`src/logic/ex_pkg.sv`:
```
package ex_pkg;

	localparam int WORD_W = 32;
	localparam int REG_W = 5;
	localparam int OP_W = 6;
	localparam int SHAMT_W = 5;
	localparam int IMM_W = 16;
	localparam logic [REG_W-1:0] LINK_REG = 5'd31;

	// primary opcodes
	localparam logic [OP_W-1:0] OP_SPECIAL = 6'b000000;
	localparam logic [OP_W-1:0] OP_SPECIAL2 = 6'b011100;
	localparam logic [OP_W-1:0] OP_JAL = 6'b000011;
	localparam logic [OP_W-1:0] OP_ADDI = 6'b001000;
	localparam logic [OP_W-1:0] OP_ADDIU = 6'b001001;
	localparam logic [OP_W-1:0] OP_SLTI = 6'b001010;
	localparam logic [OP_W-1:0] OP_SLTIU = 6'b001011;
	localparam logic [OP_W-1:0] OP_ANDI = 6'b001100;
	localparam logic [OP_W-1:0] OP_ORI = 6'b001101;
	localparam logic [OP_W-1:0] OP_XORI = 6'b001110;
	localparam logic [OP_W-1:0] OP_LUI = 6'b001111;

	// function codes under SPECIAL
	localparam logic [OP_W-1:0] FN_SLL = 6'b000000;
	localparam logic [OP_W-1:0] FN_SRL = 6'b000010;
	localparam logic [OP_W-1:0] FN_SRA = 6'b000011;
	localparam logic [OP_W-1:0] FN_SLLV = 6'b000100;
	localparam logic [OP_W-1:0] FN_SRLV = 6'b000110;
	localparam logic [OP_W-1:0] FN_SRAV = 6'b000111;
	localparam logic [OP_W-1:0] FN_SYSCALL = 6'b001100;
	localparam logic [OP_W-1:0] FN_BREAK = 6'b001101;
	localparam logic [OP_W-1:0] FN_ADD = 6'b100000;
	localparam logic [OP_W-1:0] FN_ADDU = 6'b100001;
	localparam logic [OP_W-1:0] FN_SUB = 6'b100010;
	localparam logic [OP_W-1:0] FN_SUBU = 6'b100011;
	localparam logic [OP_W-1:0] FN_AND = 6'b100100;
	localparam logic [OP_W-1:0] FN_OR = 6'b100101;
	localparam logic [OP_W-1:0] FN_XOR = 6'b100110;
	localparam logic [OP_W-1:0] FN_NOR = 6'b100111;
	localparam logic [OP_W-1:0] FN_SLT = 6'b101010;
	localparam logic [OP_W-1:0] FN_SLTU = 6'b101011;

	// function codes under SPECIAL2
	localparam logic [OP_W-1:0] FN_CLZ = 6'b100000;
	localparam logic [OP_W-1:0] FN_CLO = 6'b100001;

	// internal ALU operations
	localparam int ALU_OP_W = 4;
	localparam logic [ALU_OP_W-1:0] ALU_AND = 4'd0;
	localparam logic [ALU_OP_W-1:0] ALU_OR = 4'd1;
	localparam logic [ALU_OP_W-1:0] ALU_XOR = 4'd2;
	localparam logic [ALU_OP_W-1:0] ALU_NOR = 4'd3;
	localparam logic [ALU_OP_W-1:0] ALU_ADD = 4'd4;
	localparam logic [ALU_OP_W-1:0] ALU_SUB = 4'd5;
	localparam logic [ALU_OP_W-1:0] ALU_SLT = 4'd6;
	localparam logic [ALU_OP_W-1:0] ALU_SLTU = 4'd7;
	localparam logic [ALU_OP_W-1:0] ALU_SLL = 4'd8;
	localparam logic [ALU_OP_W-1:0] ALU_SRL = 4'd9;
	localparam logic [ALU_OP_W-1:0] ALU_SRA = 4'd10;
	localparam logic [ALU_OP_W-1:0] ALU_LUI = 4'd11;
	localparam logic [ALU_OP_W-1:0] ALU_CLZ = 4'd12;
	localparam logic [ALU_OP_W-1:0] ALU_CLO = 4'd13;
	localparam logic [ALU_OP_W-1:0] ALU_LINK = 4'd14;
	localparam logic [ALU_OP_W-1:0] ALU_ZERO = 4'd15;

	localparam int EXC_W = 6;
	localparam logic [EXC_W-1:0] EXC_OVERFLOW = 6'd12;
	localparam logic [EXC_W-1:0] EXC_SYSCALL = 6'd8;
	localparam logic [EXC_W-1:0] EXC_BREAK = 6'd9;

	// same instruction word, R-format and I-format views
	typedef union packed {
		struct packed {
			logic [OP_W-1:0] opcode;
			logic [REG_W-1:0] rs;
			logic [REG_W-1:0] rt;
			logic [REG_W-1:0] rd;
			logic [SHAMT_W-1:0] shamt;
			logic [OP_W-1:0] funct;
		} r;
		struct packed {
			logic [OP_W-1:0] opcode;
			logic [REG_W-1:0] rs;
			logic [REG_W-1:0] rt;
			logic [IMM_W-1:0] imm16;
		} i;
	} instr_t;

endpackage
```
`src/logic/ex_stage.sv`:
```
`timescale 1ns/1ps

module ex_stage (
	input  logic clk,
	input  logic rst,
	input  logic inst_valid,
	input  ex_pkg::instr_t inst,
	input  logic [ex_pkg::WORD_W-1:0] pc,
	input  logic [ex_pkg::WORD_W-1:0] rs_value,
	input  logic [ex_pkg::WORD_W-1:0] rt_value,
	input  logic exc_in_valid,
	input  logic [ex_pkg::EXC_W-1:0] exc_in_code,
	output logic res_valid,
	output logic [ex_pkg::WORD_W-1:0] write_data,
	output logic [ex_pkg::REG_W-1:0] write_reg,
	output logic exc_valid,
	output logic [ex_pkg::EXC_W-1:0] exc_code
);

	import ex_pkg::*;

	logic d_valid;
	logic [ALU_OP_W-1:0] d_alu_op;
	logic d_ov_check;
	logic d_syscall;
	logic d_break;
	logic [WORD_W-1:0] d_a;
	logic [WORD_W-1:0] d_b;
	logic [SHAMT_W-1:0] d_shamt;
	logic [REG_W-1:0] d_dest;
	logic d_exc_in_valid;
	logic [EXC_W-1:0] d_exc_in_code;
	logic [WORD_W-1:0] alu_result;
	logic alu_overflow;

	ex_decode u_decode (
		.clk(clk),
		.rst(rst),
		.inst_valid(inst_valid),
		.inst(inst),
		.pc(pc),
		.rs_value(rs_value),
		.rt_value(rt_value),
		.exc_in_valid(exc_in_valid),
		.exc_in_code(exc_in_code),
		.d_valid(d_valid),
		.d_alu_op(d_alu_op),
		.d_ov_check(d_ov_check),
		.d_syscall(d_syscall),
		.d_break(d_break),
		.d_a(d_a),
		.d_b(d_b),
		.d_shamt(d_shamt),
		.d_dest(d_dest),
		.d_exc_in_valid(d_exc_in_valid),
		.d_exc_in_code(d_exc_in_code)
	);

	// combinational, sits between the two register stages
	ex_alu u_alu (
		.d_alu_op(d_alu_op),
		.d_ov_check(d_ov_check),
		.d_a(d_a),
		.d_b(d_b),
		.d_shamt(d_shamt),
		.alu_result(alu_result),
		.alu_overflow(alu_overflow)
	);

	ex_result u_result (
		.clk(clk),
		.rst(rst),
		.d_valid(d_valid),
		.d_dest(d_dest),
		.d_syscall(d_syscall),
		.d_break(d_break),
		.d_exc_in_valid(d_exc_in_valid),
		.d_exc_in_code(d_exc_in_code),
		.alu_result(alu_result),
		.alu_overflow(alu_overflow),
		.res_valid(res_valid),
		.write_data(write_data),
		.write_reg(write_reg),
		.exc_valid(exc_valid),
		.exc_code(exc_code)
	);

endmodule

```
`src/logic/ex_result.sv`:
```
`timescale 1ns/1ps

module ex_result (
	input  logic clk,
	input  logic rst,
	input  logic d_valid,
	input  logic [ex_pkg::REG_W-1:0] d_dest,
	input  logic d_syscall,
	input  logic d_break,
	input  logic d_exc_in_valid,
	input  logic [ex_pkg::EXC_W-1:0] d_exc_in_code,
	input  logic [ex_pkg::WORD_W-1:0] alu_result,
	input  logic alu_overflow,
	output logic res_valid,
	output logic [ex_pkg::WORD_W-1:0] write_data,
	output logic [ex_pkg::REG_W-1:0] write_reg,
	output logic exc_valid,
	output logic [ex_pkg::EXC_W-1:0] exc_code
);

	import ex_pkg::*;

	logic exc_hit;
	logic [EXC_W-1:0] exc_sel;

	// earlier stage first, then overflow, syscall, break
	always_comb begin
		exc_hit = 1'b1;
		if (d_exc_in_valid) begin
			exc_sel = d_exc_in_code;
		end else if (alu_overflow) begin
			exc_sel = EXC_OVERFLOW;
		end else if (d_syscall) begin
			exc_sel = EXC_SYSCALL;
		end else if (d_break) begin
			exc_sel = EXC_BREAK;
		end else begin
			exc_hit = 1'b0;
			exc_sel = '0;
		end
	end

	always_ff @(posedge clk) begin
		if (rst) begin
			res_valid <= 1'b0;
			exc_valid <= 1'b0;
		end else begin
			res_valid <= d_valid;
			exc_valid <= d_valid && exc_hit;
		end
	end

	always_ff @(posedge clk) begin
		if (d_valid) begin
			write_data <= alu_result;
			// no register write once an exception is taken
			write_reg <= exc_hit ? '0 : d_dest;
			exc_code <= exc_sel;
		end
	end

	a_exc_no_write: assert property (@(posedge clk) disable iff (rst)
		exc_valid |-> write_reg == '0);

	a_quiet_after_rst: assert property (@(posedge clk) rst |=> !res_valid);

endmodule

```
`src/logic/ex_alu.sv`:
```
`timescale 1ns/1ps

module ex_alu (
	input  logic [ex_pkg::ALU_OP_W-1:0] d_alu_op,
	input  logic d_ov_check,
	input  logic [ex_pkg::WORD_W-1:0] d_a,
	input  logic [ex_pkg::WORD_W-1:0] d_b,
	input  logic [ex_pkg::SHAMT_W-1:0] d_shamt,
	output logic [ex_pkg::WORD_W-1:0] alu_result,
	output logic alu_overflow
);

	import ex_pkg::*;

	logic [WORD_W-1:0] sum;
	logic [WORD_W-1:0] diff;
	logic add_ov;
	logic sub_ov;
	logic slt_bit;
	logic sltu_bit;

	// leading zeros, first set bit from the top stops the count
	function automatic logic [WORD_W-1:0] lead_zeros(input logic [WORD_W-1:0] w);
		logic [WORD_W-1:0] n;
		logic done;
		n = '0;
		done = 1'b0;
		for (int i = WORD_W - 1; i >= 0; i--) begin
			if (!done && !w[i]) begin
				n = n + 1'b1;
			end else begin
				done = 1'b1;
			end
		end
		return n;
	endfunction

	assign sum = d_a + d_b;
	assign diff = d_a - d_b;

	// signed overflow: operand signs vs result sign
	assign add_ov = (d_a[WORD_W-1] == d_b[WORD_W-1]) && (sum[WORD_W-1] != d_a[WORD_W-1]);
	assign sub_ov = (d_a[WORD_W-1] != d_b[WORD_W-1]) && (diff[WORD_W-1] != d_a[WORD_W-1]);

	assign alu_overflow = d_ov_check &&
		((d_alu_op == ALU_ADD && add_ov) || (d_alu_op == ALU_SUB && sub_ov));

	assign slt_bit = $signed(d_a) < $signed(d_b);
	assign sltu_bit = d_a < d_b;

	always_comb begin
		case (d_alu_op)
			ALU_AND: begin
				alu_result = d_a & d_b;
			end
			ALU_OR: begin
				alu_result = d_a | d_b;
			end
			ALU_XOR: begin
				alu_result = d_a ^ d_b;
			end
			ALU_NOR: begin
				alu_result = ~(d_a | d_b);
			end
			ALU_ADD: begin
				alu_result = sum;
			end
			ALU_SUB: begin
				alu_result = diff;
			end
			ALU_SLT: begin
				alu_result = {{(WORD_W-1){1'b0}}, slt_bit};
			end
			ALU_SLTU: begin
				alu_result = {{(WORD_W-1){1'b0}}, sltu_bit};
			end
			// shifts work on rt, amount already picked in decode
			ALU_SLL: begin
				alu_result = d_b << d_shamt;
			end
			ALU_SRL: begin
				alu_result = d_b >> d_shamt;
			end
			ALU_SRA: begin
				alu_result = $signed(d_b) >>> d_shamt;
			end
			ALU_LUI: begin
				alu_result = {d_b[IMM_W-1:0], {(WORD_W-IMM_W){1'b0}}};
			end
			ALU_CLZ: begin
				alu_result = lead_zeros(d_a);
			end
			ALU_CLO: begin
				alu_result = lead_zeros(~d_a);
			end
			// return address skips the delay slot
			ALU_LINK: begin
				alu_result = d_a + WORD_W'(8);
			end
			default: begin
				alu_result = '0;
			end
		endcase
	end

endmodule

```
`src/logic/ex_decode.sv`:
```
`timescale 1ns/1ps

module ex_decode (
	input  logic clk,
	input  logic rst,
	input  logic inst_valid,
	input  ex_pkg::instr_t inst,
	input  logic [ex_pkg::WORD_W-1:0] pc,
	input  logic [ex_pkg::WORD_W-1:0] rs_value,
	input  logic [ex_pkg::WORD_W-1:0] rt_value,
	input  logic exc_in_valid,
	input  logic [ex_pkg::EXC_W-1:0] exc_in_code,
	output logic d_valid,
	output logic [ex_pkg::ALU_OP_W-1:0] d_alu_op,
	output logic d_ov_check,
	output logic d_syscall,
	output logic d_break,
	output logic [ex_pkg::WORD_W-1:0] d_a,
	output logic [ex_pkg::WORD_W-1:0] d_b,
	output logic [ex_pkg::SHAMT_W-1:0] d_shamt,
	output logic [ex_pkg::REG_W-1:0] d_dest,
	output logic d_exc_in_valid,
	output logic [ex_pkg::EXC_W-1:0] d_exc_in_code
);

	import ex_pkg::*;

	logic [WORD_W-1:0] imm_sx;
	logic [WORD_W-1:0] imm_zx;
	logic [ALU_OP_W-1:0] alu_op;
	logic ov_check;
	logic is_syscall;
	logic is_break;
	logic [WORD_W-1:0] op_a;
	logic [WORD_W-1:0] op_b;
	logic [SHAMT_W-1:0] shamt;
	logic [REG_W-1:0] dest;

	assign imm_sx = {{(WORD_W-IMM_W){inst.i.imm16[IMM_W-1]}}, inst.i.imm16};
	assign imm_zx = {{(WORD_W-IMM_W){1'b0}}, inst.i.imm16};

	always_comb begin
		alu_op = ALU_ZERO;
		ov_check = 1'b0;
		is_syscall = 1'b0;
		is_break = 1'b0;
		op_a = rs_value;
		op_b = imm_sx;
		shamt = inst.r.shamt;
		dest = inst.i.rt;
		case (inst.r.opcode)
			OP_SPECIAL: begin
				op_b = rt_value;
				dest = inst.r.rd;
				case (inst.r.funct)
					FN_AND: alu_op = ALU_AND;
					FN_OR: alu_op = ALU_OR;
					FN_XOR: alu_op = ALU_XOR;
					FN_NOR: alu_op = ALU_NOR;
					FN_SLL: alu_op = ALU_SLL;
					FN_SRL: alu_op = ALU_SRL;
					FN_SRA: alu_op = ALU_SRA;
					FN_ADDU: alu_op = ALU_ADD;
					FN_SUBU: alu_op = ALU_SUB;
					FN_SLT: alu_op = ALU_SLT;
					FN_SLTU: alu_op = ALU_SLTU;
					// variable shifts take the amount from rs
					FN_SLLV, FN_SRLV, FN_SRAV: begin
						alu_op = (inst.r.funct == FN_SLLV) ? ALU_SLL :
							(inst.r.funct == FN_SRLV) ? ALU_SRL : ALU_SRA;
						shamt = rs_value[SHAMT_W-1:0];
					end
					FN_ADD, FN_SUB: begin
						alu_op = (inst.r.funct == FN_ADD) ? ALU_ADD : ALU_SUB;
						ov_check = 1'b1;
					end
					FN_SYSCALL: begin
						is_syscall = 1'b1;
						dest = '0;
					end
					FN_BREAK: begin
						is_break = 1'b1;
						dest = '0;
					end
					default: dest = '0;
				endcase
			end
			OP_SPECIAL2: begin
				dest = inst.r.rd;
				case (inst.r.funct)
					FN_CLZ: alu_op = ALU_CLZ;
					FN_CLO: alu_op = ALU_CLO;
					default: dest = '0;
				endcase
			end
			OP_JAL: begin
				alu_op = ALU_LINK;
				op_a = pc;
				dest = LINK_REG;
			end
			OP_ADDI: begin
				alu_op = ALU_ADD;
				ov_check = 1'b1;
			end
			OP_ADDIU: alu_op = ALU_ADD;
			OP_SLTI: alu_op = ALU_SLT;
			// compare is unsigned but the immediate is still sign-extended
			OP_SLTIU: alu_op = ALU_SLTU;
			OP_ANDI, OP_ORI, OP_XORI, OP_LUI: begin
				op_b = imm_zx;
				alu_op = (inst.i.opcode == OP_ANDI) ? ALU_AND :
					(inst.i.opcode == OP_ORI) ? ALU_OR :
					(inst.i.opcode == OP_XORI) ? ALU_XOR : ALU_LUI;
			end
			default: dest = '0;
		endcase
	end

	always_ff @(posedge clk) begin
		if (rst) begin
			d_valid <= 1'b0;
		end else begin
			d_valid <= inst_valid;
		end
	end

	always_ff @(posedge clk) begin
		if (inst_valid) begin
			d_alu_op <= alu_op;
			d_ov_check <= ov_check;
			d_syscall <= is_syscall;
			d_break <= is_break;
			d_a <= op_a;
			d_b <= op_b;
			d_shamt <= shamt;
			d_dest <= dest;
			d_exc_in_valid <= exc_in_valid;
			d_exc_in_code <= exc_in_code;
		end
	end

	a_valid_known: assert property (@(posedge clk) disable iff (rst) !$isunknown(d_valid));

endmodule

```
`config.mk`:
```
export PLATFORM = sky130hd
export DESIGN_NAME = ex_stage
export DESIGN_NICKNAME = d
export VERILOG_FILES = /design/src/logic/ex_pkg.sv /design/src/logic/ex_stage.sv /design/src/logic/ex_result.sv /design/src/logic/ex_alu.sv /design/src/logic/ex_decode.sv
export SDC_FILE = /design/constraint.sdc
export NUM_CORES = 1
export LEC_CHECK = 0
export BUFFER_PORTS_ARGS = -buffer_cell sky130_fd_sc_hd__buf_2
export CORE_UTILIZATION = 50
export CTS_CLUSTER_DIAMETER = 50
export CTS_CLUSTER_SIZE = 16
export DETAILED_ROUTE_END_ITERATION = 10
export MAX_ROUTING_LAYER = met4
export PLACE_DENSITY = 0.69
export SLEW_MARGIN = 5
export SYNTH_ARGS = -nofsm -noshare
export SYNTH_HDL_FRONTEND = slang
export SYNTH_SLANG_ARGS = --single-unit
```
`constraint.sdc`:
```
create_clock -name clk -period 42 [get_ports clk]
set_clock_uncertainty 0.1 [all_clocks]
set_input_delay 10.5 -clock clk [delete_from_list [all_inputs] [get_ports clk]]
set_output_delay 10.5 -clock clk [all_outputs]
set_load 0.02 [all_outputs]
```
==> results.toml <==
[logic_synthesis]
syn_inst = 3003
synth_warnings = 0
synthTopCellsByArea = "edfxtp_1, ha_1, mux2i_1"
syn_nets = 3298
synth_largest_area_cell = "edfxtp_1"
yosys_most_used_dff = "edfxtp_1"
yosysSeqAreaShare_pct = 17.57
synth_top_area_share_pct = 17.31
synth_seq_cells = 134
syn_avg_cell_area_um2 = 7.570
synthArstFlopShare_pct = 0
syn_area_mm2 = 0.02273
yosys.cell_types.count = 118
synth_edf_count = 131

[placement]
port-buffer-count = 177
place_inst = 3641
dp_hpwl_um = 65070
globalplace.congestion = 1.024

[critical_path]
r2r-start = "u_decode.d_a[30]$_DFFE_PP_"
cp.required_ns = 42.08
path_buf_inv = 4
worstSetupStartpointType = "register"
criticalPathCategory = "register to register"
cpMaxStageDelayCell = "edfxtp_1"
critical_path_arrival_ns = 22.40
path_max_fanout = 13
worst_path_largest_cell_delay_ns = 0.74
cp-startpoint = "u_decode.d_a[30]$_DFFE_PP_"
crit_top_cell = "ha_1"
critPathTopFamily = "adder cells"
cp-end-kind = "register"

[sta]
fin_setup_tns_ns = 0
maxSlewViolCount = 0
period_share_pct = 53.13
tightest_slew_ns = 1.281
hold_viol_final = 0
period_minus_slack_ns = 22.32
fmaxAchievable_ghz = 0.04481
setup_viol = 0
max_slew_margin_pct = 13.48
rsz0062_at_grt = "false"

[routing]
vias = 23760
antenna_left = 0
viasPerCell = 6.468
routedWlPerCell_um = 22.83
wl_um = 83840
drc = 0
drtIter0Drc = 2426
drtPass1Iterations = 6

[cells_and_area]
antennaDiodeCount = 0
final_cells = 3673
reg_top3 = "u_decode.d_a x32, u_decode.d_b x32, u_result.write_data x32"
area_growth_syn_to_layout_pct = 8.080
drive_above_1_share_pct = 12.95
nNetsFinal = 3363

[clock_tree]
cts_max_level = 4
clock_path_buffers = 2
cts_sinks = 134
post_cts_buffers = 0
cts_root_buffer = "clkbuf_16"
numCtsBuffers = 17
cts-resized-gates = 0
clk_pin_slew_ns = 0.07
cts_tree = "yes"
cts_hold_buf = 0
clk_latency_ns = 0.49

[global_routing]
antenna_found_initial = 0
grt_use_total_pct = 36.17
grt_pass1_vias = 22020
grt_pass1_wl_um = 126800
overflow = 0
grt_max_degree = 87

[floorplan]
dieArea_mm2 = 0.04632
die_w_um = 215.2
pin_count = 183
rows = 77
start_util_pct = 51.07
die_height_um = 215.2
core_area_mm2 = 0.04451

[power_and_ir_drop]
p_per_area_mw_per_mm2 = 24.44
peakVddDrop_mv = 0.06265
p_leak_nw = 9.884
finalPower_w = 0.0006005

[min_path]
min-delay-start = "u_decode.d_valid$_SDFF_PP0_"
min_path_type = "register to register"

[job]
maxCapViolCount = 0

[outcome]
outcome = "finished clean"
[logic make-up after synthesis]
group	count (synthesis)	share of synthesized area (%)
fa+ha+maj	164	9.016
simple gates	1084	23.08
xor+xnor	235	10.91
mux	213	10.05
buf+inv	299	5.086
flops	134	17.57
compound gates	874	24.28
[power by group]
group	switching [W]	leakage, nW	internal [W]
clock	0.0000684	0.288	0.0000886
sequential	0.0000225	1.26	0.000162
combinational	0.000165	8.33	0.0000944
[final timing paths]
kind | to | slack, ns | cells past startpoint
min | u_result.exc_code[2]$_DFFE_PP_ | 0.35 | 0
min reg2reg | u_result.exc_code[2]$_DFFE_PP_ | 0.35 | 0
max | u_result.write_data[6]$_DFFE_PP_ | 19.68 | 104
max reg2reg | u_result.write_data[6]$_DFFE_PP_ | 19.68 | 104
[routing by layer]
| layer | global-route usage (%) | share of wire, % |
|---|---|---|
| met3 | 4.841 | 7.3 |
| met1 | 46.75 | 43 |
| met2 | 56.97 | 46 |
| met5 | - | 0 |
| met4 | 14.44 | 3.8 |
[synth_stat cells (25+ instances only)]
library cell,number
xor2_1,53
nor3_1,74
ha_1,155
nand3_1,76
nand4_1,29
o21bai_1,26
a21oi_1,227
o21ai_0,264
nor4_1,25
edfxtp_1,131
nor2_1,281
and3_1,42
mux2i_1,141
a211oi_1,35
mux2_2,65
and2_1,29
a21o_1,43
clkbuf_1,116
nor2b_1,32
a31oi_1,33
xnor2_1,146
nand2_1,362
inv_1,131
[placed cells by master, fill, tap and decap left out, drive strengths merged, types with 26 or more instances in the layout]
master | Yosys | final
xor2 | 60 | 60
nor3 | 77 | 77
a211oi | 35 | 35
inv | 132 | 139
nor2b | 33 | 33
and2 | 30 | 30
mux2 | 65 | 65
a21oi | 229 | 229
xnor2 | 163 | 163
mux2i | 145 | 145
nor4 | 27 | 27
o21bai | 26 | 26
nand3 | 77 | 77
ha | 155 | 155
nor2 | 283 | 283
buf | 47 | 209
nand2 | 364 | 364
edfxtp | 131 | 131
nand4 | 31 | 31
a21o | 43 | 43
o21ai | 277 | 277
a31oi | 34 | 34
and3 | 42 | 42
[through the flow]
| step | hold slack [ns] | util (%) | setup slack [ns] | instance area, um2 |
|---|---|---|---|---|
| floorplan | 0.4026 | - | 23.24 | 22730 |
| global placement | 0.3274 | 53.86 | 20.53 | 23970 |
| CTS | 0.3470 | 55.20 | 19.97 | 24570 |
| global route | 0.3520 | 55.20 | 18.11 | 24570 |
| finish | 0.3495 | 55.20 | 19.68 | 24570 |
| detailed placement | 0.3364 | 53.86 | 20.08 | 23970 |
[area by class of cell]
cell class | count | area [um2]
Tap cell | 592 | 740.7
Sequential cell | 134 | 3995
Timing Repair Buffer | 209 | 1129
Inverter | 136 | 510.5
Clock inverter | 15 | 168.9
Multi-Input combinational cell | 2570 | 17600
Fill cell | 4287 | 19940
Clock buffer | 17 | 425.4
No activity file was read; power rests on OpenSTA's default activity.
